<file path="src/common/tsn_macros.svh">
// widths and sizes are fixed at compile time; the slot count must stay 2**TSN_SLOT_IDX_W
`ifndef TSN_MACROS_SVH
`define TSN_MACROS_SVH

// clocks per slot, 1 to 2047
`define TSN_SLOT_LEN_W 11

// slot index and schedule period
`define TSN_SLOT_IDX_W 4
`define TSN_NUM_SLOTS  16

// statistics counters wrap
`define TSN_CNT_W      16

`endif
</file>
<file path="src/common/tsn_pkg.sv">
// shared types for the two-port TSN end point; widths come from tsn_macros.svh
`include "tsn_macros.svh"

package tsn_pkg;

  // one GMII lane byte
  typedef logic [7:0] gmii_byte_t;

  // clocks per slot, zero is not a legal length
  typedef logic [`TSN_SLOT_LEN_W-1:0] slot_len_t;

  // slot number, also the period stored as slots minus one
  typedef logic [`TSN_SLOT_IDX_W-1:0] slot_idx_t;

  // one open bit per slot
  typedef logic [`TSN_NUM_SLOTS-1:0] gate_mask_t;

  // wrapping frame counter
  typedef logic [`TSN_CNT_W-1:0] stat_cnt_t;

endpackage

</file>
<file path="src/hw/tsn_nic.sv">
// both GMII ports run on i_clk at 125 MHz; configuration inputs must be static out of reset
`timescale 1ns/1ps

module tsn_nic import tsn_pkg::*; (
  input  logic       i_clk,
  input  logic       i_rst_n,

  input  slot_len_t  i_time_slot_length,
  input  slot_idx_t  i_schedule_period,
  input  gate_mask_t i_gate_mask_p0,
  input  gate_mask_t i_gate_mask_p1,

  input  logic       i_gmii_dv_p0,
  input  gmii_byte_t iv_gmii_rxd_p0,
  input  logic       i_gmii_er_p0,

  input  logic       i_gmii_dv_p1,
  input  gmii_byte_t iv_gmii_rxd_p1,
  input  logic       i_gmii_er_p1,

  output logic       o_gmii_tx_en_p0,
  output gmii_byte_t ov_gmii_txd_p0,
  output logic       o_gmii_tx_er_p0,

  output logic       o_gmii_tx_en_p1,
  output gmii_byte_t ov_gmii_txd_p1,
  output logic       o_gmii_tx_er_p1,

  output logic       o_cycle_start,

  output stat_cnt_t  ov_rx_frame_cnt_p0,
  output stat_cnt_t  ov_rx_frame_cnt_p1,
  output stat_cnt_t  ov_drop_cnt_p0,
  output stat_cnt_t  ov_drop_cnt_p1
);

  slot_idx_t  wv_slot;

  logic       w_dv_p0;
  gmii_byte_t wv_data_p0;
  logic       w_er_p0;
  logic       w_sof_p0;

  logic       w_dv_p1;
  gmii_byte_t wv_data_p1;
  logic       w_er_p1;
  logic       w_sof_p1;

  slot_timer slot_timer_inst (
    .i_clk              (i_clk),
    .i_rst_n            (i_rst_n),
    .i_time_slot_length (i_time_slot_length),
    .i_schedule_period  (i_schedule_period),
    .o_slot             (wv_slot),
    .o_cycle_start      (o_cycle_start)
  );

  ////////////////////
  // receivers
  ////////////////////
  frame_rx rx_p0 (
    .i_clk       (i_clk),
    .i_rst_n     (i_rst_n),
    .i_gmii_dv   (i_gmii_dv_p0),
    .i_gmii_rxd  (iv_gmii_rxd_p0),
    .i_gmii_er   (i_gmii_er_p0),
    .o_dv        (w_dv_p0),
    .o_data      (wv_data_p0),
    .o_er        (w_er_p0),
    .o_sof       (w_sof_p0),
    .o_frame_cnt (ov_rx_frame_cnt_p0)
  );

  frame_rx rx_p1 (
    .i_clk       (i_clk),
    .i_rst_n     (i_rst_n),
    .i_gmii_dv   (i_gmii_dv_p1),
    .i_gmii_rxd  (iv_gmii_rxd_p1),
    .i_gmii_er   (i_gmii_er_p1),
    .o_dv        (w_dv_p1),
    .o_data      (wv_data_p1),
    .o_er        (w_er_p1),
    .o_sof       (w_sof_p1),
    .o_frame_cnt (ov_rx_frame_cnt_p1)
  );

  // cross-connects the two ports
  tx_gate tx_gate_inst (
    .i_clk           (i_clk),
    .i_rst_n         (i_rst_n),
    .i_slot          (wv_slot),
    .i_gate_mask_p0  (i_gate_mask_p0),
    .i_gate_mask_p1  (i_gate_mask_p1),
    .i_dv_p0         (w_dv_p0),
    .i_data_p0       (wv_data_p0),
    .i_er_p0         (w_er_p0),
    .i_sof_p0        (w_sof_p0),
    .i_dv_p1         (w_dv_p1),
    .i_data_p1       (wv_data_p1),
    .i_er_p1         (w_er_p1),
    .i_sof_p1        (w_sof_p1),
    .o_gmii_tx_en_p0 (o_gmii_tx_en_p0),
    .o_gmii_txd_p0   (ov_gmii_txd_p0),
    .o_gmii_tx_er_p0 (o_gmii_tx_er_p0),
    .o_gmii_tx_en_p1 (o_gmii_tx_en_p1),
    .o_gmii_txd_p1   (ov_gmii_txd_p1),
    .o_gmii_tx_er_p1 (o_gmii_tx_er_p1),
    .o_drop_cnt_p0   (ov_drop_cnt_p0),
    .o_drop_cnt_p1   (ov_drop_cnt_p1)
  );

endmodule

</file>
<file path="src/tx_gate/tx_gate.sv">
// p0 traffic leaves on p1 and p1 traffic on p0; masks must be static, refused frames are lost
`timescale 1ns/1ps

module tx_gate import tsn_pkg::*; (
  input  logic       i_clk,
  input  logic       i_rst_n,

  input  slot_idx_t  i_slot,
  input  gate_mask_t i_gate_mask_p0,
  input  gate_mask_t i_gate_mask_p1,

  input  logic       i_dv_p0,
  input  gmii_byte_t i_data_p0,
  input  logic       i_er_p0,
  input  logic       i_sof_p0,

  input  logic       i_dv_p1,
  input  gmii_byte_t i_data_p1,
  input  logic       i_er_p1,
  input  logic       i_sof_p1,

  output logic       o_gmii_tx_en_p0,
  output gmii_byte_t o_gmii_txd_p0,
  output logic       o_gmii_tx_er_p0,

  output logic       o_gmii_tx_en_p1,
  output gmii_byte_t o_gmii_txd_p1,
  output logic       o_gmii_tx_er_p1,

  output stat_cnt_t  o_drop_cnt_p0,
  output stat_cnt_t  o_drop_cnt_p1
);

  // indexed by egress port
  logic [1:0] in_dv;
  logic [1:0] in_er;
  logic [1:0] in_sof;
  gmii_byte_t in_data [2];
  gate_mask_t in_mask [2];

  // egress p0 is fed from p1, egress p1 from p0
  assign in_dv      = {i_dv_p0, i_dv_p1};
  assign in_er      = {i_er_p0, i_er_p1};
  assign in_sof     = {i_sof_p0, i_sof_p1};
  assign in_data[0] = i_data_p1;
  assign in_data[1] = i_data_p0;
  assign in_mask[0] = i_gate_mask_p0;
  assign in_mask[1] = i_gate_mask_p1;

  for (genvar e = 0; e < 2; e++) begin : g_egress
    logic       pass_q;
    logic       pass;
    logic       fwd;
    logic       tx_en_q;
    logic       tx_er_q;
    gmii_byte_t txd_q;
    stat_cnt_t  drop_q;

    // decision taken once, at start of frame
    assign pass = in_sof[e] ? in_mask[e][i_slot] : pass_q;
    assign fwd  = in_dv[e] & pass;

    always_ff @(posedge i_clk or negedge i_rst_n) begin
      if (!i_rst_n) begin
        pass_q <= 1'b0;
      end else if (in_sof[e]) begin
        pass_q <= in_mask[e][i_slot];
      end else if (!in_dv[e]) begin
        pass_q <= 1'b0;
      end
    end

    ////////////////////
    // tx lane
    ////////////////////
    always_ff @(posedge i_clk or negedge i_rst_n) begin
      if (!i_rst_n) begin
        tx_en_q <= 1'b0;
        tx_er_q <= 1'b0;
        txd_q   <= '0;
      end else begin
        tx_en_q <= fwd;
        tx_er_q <= fwd & in_er[e];
        txd_q   <= fwd ? in_data[e] : '0;
      end
    end

    // refused frames counted on the egress side
    always_ff @(posedge i_clk or negedge i_rst_n) begin
      if (!i_rst_n) begin
        drop_q <= '0;
      end else if (in_sof[e] && !in_mask[e][i_slot]) begin
        drop_q <= drop_q + stat_cnt_t'(1);
      end
    end
  end

  assign o_gmii_tx_en_p0 = g_egress[0].tx_en_q;
  assign o_gmii_txd_p0   = g_egress[0].txd_q;
  assign o_gmii_tx_er_p0 = g_egress[0].tx_er_q;
  assign o_drop_cnt_p0   = g_egress[0].drop_q;

  assign o_gmii_tx_en_p1 = g_egress[1].tx_en_q;
  assign o_gmii_txd_p1   = g_egress[1].txd_q;
  assign o_gmii_tx_er_p1 = g_egress[1].tx_er_q;
  assign o_drop_cnt_p1   = g_egress[1].drop_q;

endmodule

</file>
<file path="src/hw/frame_rx.sv">
// frames need at least one idle cycle between them; back-to-back dv merges two frames into one
`timescale 1ns/1ps

module frame_rx import tsn_pkg::*; (
  input  logic       i_clk,
  input  logic       i_rst_n,

  input  logic       i_gmii_dv,
  input  gmii_byte_t i_gmii_rxd,
  input  logic       i_gmii_er,

  output logic       o_dv,
  output gmii_byte_t o_data,
  output logic       o_er,
  output logic       o_sof,

  output stat_cnt_t  o_frame_cnt
);

  logic frame_start;

  // rising edge of dv against the previous sample in o_dv
  assign frame_start = i_gmii_dv & ~o_dv;

  ////////////////////
  // lane register
  ////////////////////
  always_ff @(posedge i_clk or negedge i_rst_n) begin
    if (!i_rst_n) begin
      o_dv  <= 1'b0;
      o_sof <= 1'b0;
    end else begin
      o_dv  <= i_gmii_dv;
      o_sof <= frame_start;
    end
  end

  always_ff @(posedge i_clk) begin
    o_data <= i_gmii_rxd;
  end

  // error sticks until dv falls
  always_ff @(posedge i_clk or negedge i_rst_n) begin
    if (!i_rst_n) begin
      o_er <= 1'b0;
    end else if (!i_gmii_dv) begin
      o_er <= 1'b0;
    end else begin
      o_er <= o_er | i_gmii_er;
    end
  end

  ////////////////////
  // frame counter
  ////////////////////
  always_ff @(posedge i_clk or negedge i_rst_n) begin
    if (!i_rst_n) begin
      o_frame_cnt <= '0;
    end else if (frame_start) begin
      o_frame_cnt <= o_frame_cnt + stat_cnt_t'(1);
    end
  end

endmodule

</file>
<file path="src/hw/slot_timer.sv">
// length and period must be static out of reset; a length of zero is not supported
`timescale 1ns/1ps

module slot_timer import tsn_pkg::*; (
  input  logic      i_clk,
  input  logic      i_rst_n,

  input  slot_len_t i_time_slot_length,
  input  slot_idx_t i_schedule_period,

  output slot_idx_t o_slot,
  output logic      o_cycle_start
);

  slot_len_t tick_cnt;
  slot_len_t len_m1;
  logic      slot_end;
  logic      cycle_end;

  assign len_m1    = i_time_slot_length - slot_len_t'(1);
  assign slot_end  = (tick_cnt == len_m1);
  assign cycle_end = slot_end && (o_slot == i_schedule_period);

  ////////////////////
  // tick counter
  ////////////////////
  always_ff @(posedge i_clk or negedge i_rst_n) begin
    if (!i_rst_n) begin
      tick_cnt <= '0;
    end else if (slot_end) begin
      tick_cnt <= '0;
    end else begin
      tick_cnt <= tick_cnt + slot_len_t'(1);
    end
  end

  ////////////////////
  // slot counter
  ////////////////////
  always_ff @(posedge i_clk or negedge i_rst_n) begin
    if (!i_rst_n) begin
      o_slot <= '0;
    end else if (cycle_end) begin
      o_slot <= '0;
    end else if (slot_end) begin
      o_slot <= o_slot + slot_idx_t'(1);
    end
  end

  // one pulse after the edge where the slot wraps to 0
  always_ff @(posedge i_clk or negedge i_rst_n) begin
    if (!i_rst_n) begin
      o_cycle_start <= 1'b0;
    end else begin
      o_cycle_start <= cycle_end;
    end
  end

endmodule

</file>
<file path="config.mk">
export PLATFORM = sky130hd
export DESIGN_NAME = tsn_nic
export DESIGN_NICKNAME = d
export VERILOG_FILES = /design/src/common/tsn_pkg.sv /design/src/hw/tsn_nic.sv /design/src/tx_gate/tx_gate.sv /design/src/hw/frame_rx.sv /design/src/hw/slot_timer.sv
export VERILOG_INCLUDE_DIRS = /design/src /design/src/common
export SDC_FILE = /design/constraint.sdc
export NUM_CORES = 1
export LEC_CHECK = 0
export BUFFER_PORTS_ARGS = -buffer_cell sky130_fd_sc_hd__buf_2
export CORE_UTILIZATION = 45
export CTS_CLUSTER_DIAMETER = 120
export DETAILED_ROUTE_END_ITERATION = 10
export PLACE_DENSITY_LB_ADDON = 0.25
export SYNTH_ARGS = -nofsm -noshare
export SYNTH_HDL_FRONTEND = slang
export SYNTH_SLANG_ARGS = --single-unit
</file>
<file path="constraint.sdc">
create_clock -name i_clk -period 6.4 [get_ports i_clk]
set_input_delay 1.6 -clock i_clk [delete_from_list [all_inputs] [get_ports i_clk]]
set_output_delay 1.6 -clock i_clk [all_outputs]
set_load 0.01 [all_outputs]
</file>
; ---- Word-level counts from Yosys, hierarchy flattened
; Cells that the tools add are included.
[totals]
register_bits = 124
inputBits = 69
[op_classes]
n_addsub = 7
order_cmp = 1
n_eq_ne = 4
n_mux = 17
bitwise_logic = 10
reduce_logical = 6
[ops]
columns = operator, n
row1 = 16-bit by 1-bit adder with 16-bit output (second input constant), 4
row2 = 8-bit 2-to-1 mux, 2
row3 = 11-bit by 1-bit adder with 11-bit output (second input constant), 1
row4 = 11-bit equality test, 1
row5 = 11-bit 2-to-1 mux, 1
row6 = 11-bit by 1-bit subtractor with 11-bit output (second input constant), 1
row7 = 1-bit 2-to-1 mux, 10
row8 = 1-bit binary-select mux with 4-bit select, 2
row9 = 4-bit 2-to-1 mux, 2
row10 = 1-bit bitwise AND, 6
row11 = 4-bit by 5-bit less-than comparator with 1-bit output (second input constant), 1
row12 = 4-bit by 1-bit adder with 4-bit output (second input constant), 1
row13 = 4-bit equality test, 1
row14 = 2-bit inequality test (second input constant), 2
row15 = 1-bit logical AND, 3
row16 = 1-bit logical NOT, 2
row17 = 1-bit inverter, 2
row18 = 1-bit bitwise OR, 2
row19 = 2-bit nonzero test, 1

; ---- Depth between registers and ports, before layout
[logic_depth]
word_depth = 5
depth_mapped = 9
ltp_nobuf = 8

; ---- Cells and area by module
; A second synthesis with hierarchy kept.
[unflattened]
hier_cells = 467
hier_area_um2 = 5596.6
[by_module_without_submodules]
columns = mod, instances, cells_each, area_each_um2, seq_area_each_um2
row1 = tx_gate, 1, 200, 2533.7, 1351.3
row2 = frame_rx, 2, 72, 953.4, 635.6
row3 = slot_timer, 1, 123, 1156.1, 400.4

; ---- Worst setup path after synthesis
; Ideal clock, no wire load.
[synth_path]
kind = input to register
startpoint = input i_time_slot_length[0]
endpoint = register slot_timer_inst.o_slot[3]
arrival_time_ns = 3.676
required_time_ns = 6.290
setup_slack_ns = 2.613
cell_stages = 8
n_path_buf = 0
path_cell_list = inv_1 > ha_1 > or4b_2 > nor3_1 > xnor2_1 > o211ai_2 > or3_4 > o41ai_1
[synth_between]
elab_chain_cells = 4
word_cells_on_any_way = 5
classes_between = add/sub: 1 / eq/ne: 1 / mux: 1 / reduce/logical: 2
[synth_lines]
columns = element, line_no
row1 = from (decl), tsn_nic.sv:8  ; input slot_len_t i_time_slot_length,
row2 = 11-bit by 1-bit subtractor with 11-bit output (*), slot_timer.sv:20  ; assign len_m1 = i_time_slot_length - slot_len_t'(1);
row3 = 11-bit equality test (*), slot_timer.sv:21  ; assign slot_end = (tick_cnt == len_m1);
row4 = 1-bit logical AND, slot_timer.sv:22  ; assign cycle_end = slot_end && (o_slot == i_schedule_period);
row5 = 4-bit 2-to-1 mux or 2-bit nonzero test (tied branches), -
row6 = to (signal assigned), slot_timer.sv:46  ; o_slot <= o_slot + slot_idx_t'(1);
row7 = to (decl), slot_timer.sv:11  ; output slot_idx_t o_slot,
; Mark *: on every way between the ends. The rest lies on a longest branch, timed or not.
; A chain may end at the register's enable or synchronous reset.

; ---- Worst setup path after layout
[layout_path]
startpoint = input i_time_slot_length[0]
endpoint = register slot_timer_inst.o_slot[1]
; The elaborated chain is that of the path after synthesis.

==> insert_results.sql <==
INSERT INTO impl_metrics (metric_group, metric, value, unit) VALUES
('timing', 'timing.setup.tns', '0', 'ns'),
('power_and_ir_drop', 'total_switching_power', '0.6609', 'mW'),
('floorplanning', 'die_h', '111.3', 'um'),
('timing', 'timing.max_slew.rel_slack', '34.93', '%'),
('clock_network', 'clock_tree_from_tritoncts', 'yes', ''),
('timing', 'drv_slew', '0', ''),
('worst_setup_path', 'data_arrival_time_of_the_critical_path', '4.49', 'ns'),
('clock_network', 'tritoncts_num_sinks', '124', ''),
('synthesis', 'syn_nets', '530', ''),
('clock_network', 'clock_edge_transition_at_the_registers_on_the_reported_setup_and_hold_paths', '0.06', 'ns'),
('place', 'routabilityCongestion', '0.8215', ''),
('power_and_ir_drop', 'pwr_density_cell', '333.8', 'nW/um^2'),
('synthesis', 'ys_dominant_reg_cell', 'dfrtp_1', ''),
('routing', 'detail_route.first_pass.iterations', '7', ''),
('routing', 'final_ant_viol_nets', '0', ''),
('clock_network', 'clock-root-buffer', 'clkbuf_16', ''),
('global_routing', 'largest_net_degree_at_the_start_of_global_routing', '71', ''),
('routing', 'initialDrtViolationCount', '200', ''),
('finish', 'layout.filler_cells', '965', ''),
('routing', 'post_drt_wl_per_cell', '15.12', 'um'),
('place', 'io_buffer_count', '153', ''),
('power_and_ir_drop', 'switching_part_of_the_total_power', '28.85', '%'),
('worst_setup_path', 'path_class', 'in2reg', ''),
('worst_setup_path', 'worst_path_max_delay_cell', 'nor3_2', ''),
('worst_setup_path', 'reg2reg_setup_slack', '3.37', 'ns'),
('worst_setup_path', 'critical_path.reg2reg.endpoint', 'tx_gate_inst.o_drop_cnt_p0[15]', ''),
('global_routing', 'grt_usage', '20.12', '%'),
('power_and_ir_drop', 'power.share.combinational', '16.5', '%'),
('power_and_ir_drop', 'internal_power_consumption', '1.630', 'mW'),
('routing', 'num_vias', '3892', ''),
('finish', 'final_cells', '774', ''),
('clock_network', 'clk-insertion-delay-late', '0.40', 'ns'),
('min_path', 'hold_path_end', 'tx_gate_inst.o_gmii_txd_p1[2]', ''),
('clock_network', 'cts_setup_buffers', '0', ''),
('global_routing', 'grt_first_pass_wirelength', '19.05', 'mm'),
('clock_network', 'cts_resized', '0', ''),
('timing', 'timing.clock.skew', '0.008537', 'ns'),
('run_status', 'failed_checks', 'DRC', ''),
('synthesis', 'ys_ff_latch', '124', ''),
('synthesis', 'synthesized_instance_count', '454', ''),
('floorplanning', 'floorplan.rows', '39', ''),
('power_and_ir_drop', 'total_power_draw', '2.291', 'mW'),
('worst_setup_path', 'end_kind', 'flip-flop', ''),
('power_and_ir_drop', 'ir_worst_vdd', '0.2590', 'mV'),
('clock_network', 'quantity_of_hold_fixing_buffers_added_after_cts', '0', ''),
('run_status', 'outcome', 'complete, but fails checks', ''),
('clock_network', 'total_cts_buffers', '17', ''),
('place', 'detailedPlacementHpwl', '8.736', 'mm'),
('timing', 'setup_violations', '0', ''),
('worst_setup_path', 'cell_chain_of_the_critical_path', 'buf_2 -> inv_1 -> ha_1 -> nor4b_1 -> a31oi_1 -> a221oi_1 -> nor3_1 -> nor3_2 -> mux2_2', ''),
('min_path', 'min_path_type', 'reg2reg', ''),
('routing', 'drc', '22', ''),
('floorplanning', 'design.portCount', '154', ''),
('routing', 'detail_route.wirelength.met1', '5.341', 'mm'),
('timing', 'fin_hold_ws', '0.4290', 'ns'),
('power_and_ir_drop', 'clock_power_share', '39.1', '%'),
('routing', 'routed_via_density', '5.028', ''),
('finish', 'proportion_of_layout_cells_with_a_drive_suffix_above_1', '33.60', '%'),
('worst_setup_path', 'cpPeakStageDelay', '0.72', 'ns'),
('timing', 'max_freq', '0.2374', 'GHz'),
('job', 'maxCapViolations', '0', ''),
('place', 'dp_cells', '742', ''),
('min_path', 'hold_path_depth', '1', ''),
('synthesis', 'count_of_flip_flops_with_a_built_in_enable_after_synthesis', '0', ''),
('floorplanning', 'dieArea', '12390', 'um^2'),
('power_and_ir_drop', 'p_leak', '3.388', 'nW'),
('worst_setup_path', 'cp_max_fo', '13', ''),
('worst_setup_path', 'worstRegToRegCells', '6', ''),
('finish', 'area_delta_synth_final', '27.68', '%'),
('finish', 'utilization', '59.59', '%'),
('worst_setup_path', 'critPathRequiredTime', '6.68', 'ns');
-- cells in the mapped netlist, types with 2 or more instances --
library cell	n	area share [%]
nor4_1	3	0.35
and2_1	22	2.6
or4_1	2	0.28
o21a_1	2	0.28
ha_1	7	1.6
nor2_1	31	2.2
o41ai_1	4	0.65
and3_1	12	1.4
nor3_1	11	1.0
nand2b_1	5	0.58
nand3_1	24	2.2
mux2_2	5	1.0
buf_2	2	0.19
nor2b_1	5	0.58
a21oi_1	3	0.28
o211ai_1	2	0.28
dfxtp_1	16	6.0
nand2_1	36	2.5
xnor2_1	56	9.1
or2_2	2	0.23
inv_1	8	0.56
or3_4	3	0.63
mux4_2	10	4.2
and4_1	5	0.81
dfrtp_1	108	50
xor2_1	31	5.1
nand4_1	13	1.5
o21ai_0	3	0.28
clkbuf_1	7	0.49
-- kinds of logic after synthesis --
logic type                 synth area share (%)
and+or+nand+nor                           17.92
xor gates and xnor gates                  14.18
buffers and inverters                     1.234
adders and majority gates                 1.629
muxes                                     5.237
AOI/OAI and AO/OA                         3.561
DFF                                       56.24
-- how the worst max path moves through the flow --
stage                                startpoint                        end  slack (ns)  depth (start not counted)
after floorplan           i_time_slot_length[0]  slot_timer_inst.o_slot[3]        2.61                          8
after global placement    i_time_slot_length[0]  slot_timer_inst.o_slot[0]        1.92                          9
after detailed placement  i_time_slot_length[0]  slot_timer_inst.o_slot[1]        1.80                          9
after CTS                 i_time_slot_length[0]  slot_timer_inst.o_slot[1]        2.21                          9
after global routing      i_time_slot_length[0]  slot_timer_inst.o_slot[1]        2.00                          9
final                     i_time_slot_length[0]  slot_timer_inst.o_slot[1]        2.19                          9
-- final cells by class --
class | instances | area (um^2) | area share, %
Timing Repair Buffer | 154 | 775.7 | 11.30
Clock buffer | 19 | 452.9 | 6.600
Multi-Input combinational cell | 313 | 2286 | 33.31
Tap cell | 143 | 178.9 | 2.607
Inverter | 8 | 30.03 | 0.4376
Sequential cell | 124 | 3023 | 44.05
Clock inverter | 13 | 116.4 | 1.696
-- stage by stage --
stage / instance area [um^2] / worst slack (ns)
after floorplan: 5375 / 2.613
after global placement: 6294 / 1.920
after detailed placement: 6294 / 1.804
after CTS: 6863 / 2.213
after global routing: 6863 / 2.004
final: 6863 / 2.188
-- registers in the layout (all words and copies together) (netlist names) --
register,flops
rx_p1.o_frame_cnt,16
tx_gate_inst.o_gmii_txd_p0,8
tx_gate_inst.o_gmii_tx_en_p1,1
rx_p0.o_dv,1
tx_gate_inst.o_gmii_tx_er_p0,1
rx_p0.o_data,8
slot_timer_inst.o_slot,4
slot_timer_inst.tick_cnt,11
tx_gate_inst.o_gmii_tx_en_p0,1
tx_gate_inst.o_drop_cnt_p0,16
rx_p1.o_data,8
slot_timer_inst.o_cycle_start,1
tx_gate_inst.g_egress.pass_q,2
tx_gate_inst.o_gmii_tx_er_p1,1
rx_p0.o_frame_cnt,16
tx_gate_inst.o_gmii_txd_p1,8
rx_p0.o_sof,1
rx_p1.o_er,1
tx_gate_inst.o_drop_cnt_p1,16
rx_p1.o_sof,1
rx_p1.o_dv,1
rx_p0.o_er,1
-- layout by cell type, fill, tap and decap left out, drive strengths merged, types with 4 or more instances in the layout --
cell / count
dfxtp: 16
and4: 5
nand4: 13
inv: 10
dfrtp: 108
and3: 12
nor2: 32
ha: 7
or3: 4
clkbuf: 19
nor2b: 5
nand2: 36
nand2b: 5
clkinv: 7
nor3: 12
o41ai: 4
mux2: 5
buf: 154
nand3: 24
and2: 22
xor2: 31
xnor2: 56
mux4: 10
-- per-layer routing --
layer | track usage, % | vias up
met5 | 0 | -
met4 | 6.757 | 0
met3 | 5.960 | 8
met2 | 32.33 | 121
met1 | 26.02 | 1872
li1 | - | 1891
-- power groups by stage --
stage	Clock, mW	Combinational (mW)	Sequential (mW)
after floorplan	0	0.220	1.02
after global placement	0	0.379	1.02
after detailed placement	0	0.383	1.03
after CTS	0.916	0.385	1.02
after global routing	0.954	0.423	1.03
final	0.897	0.379	1.02
Power figures use the tool's default switching activity.
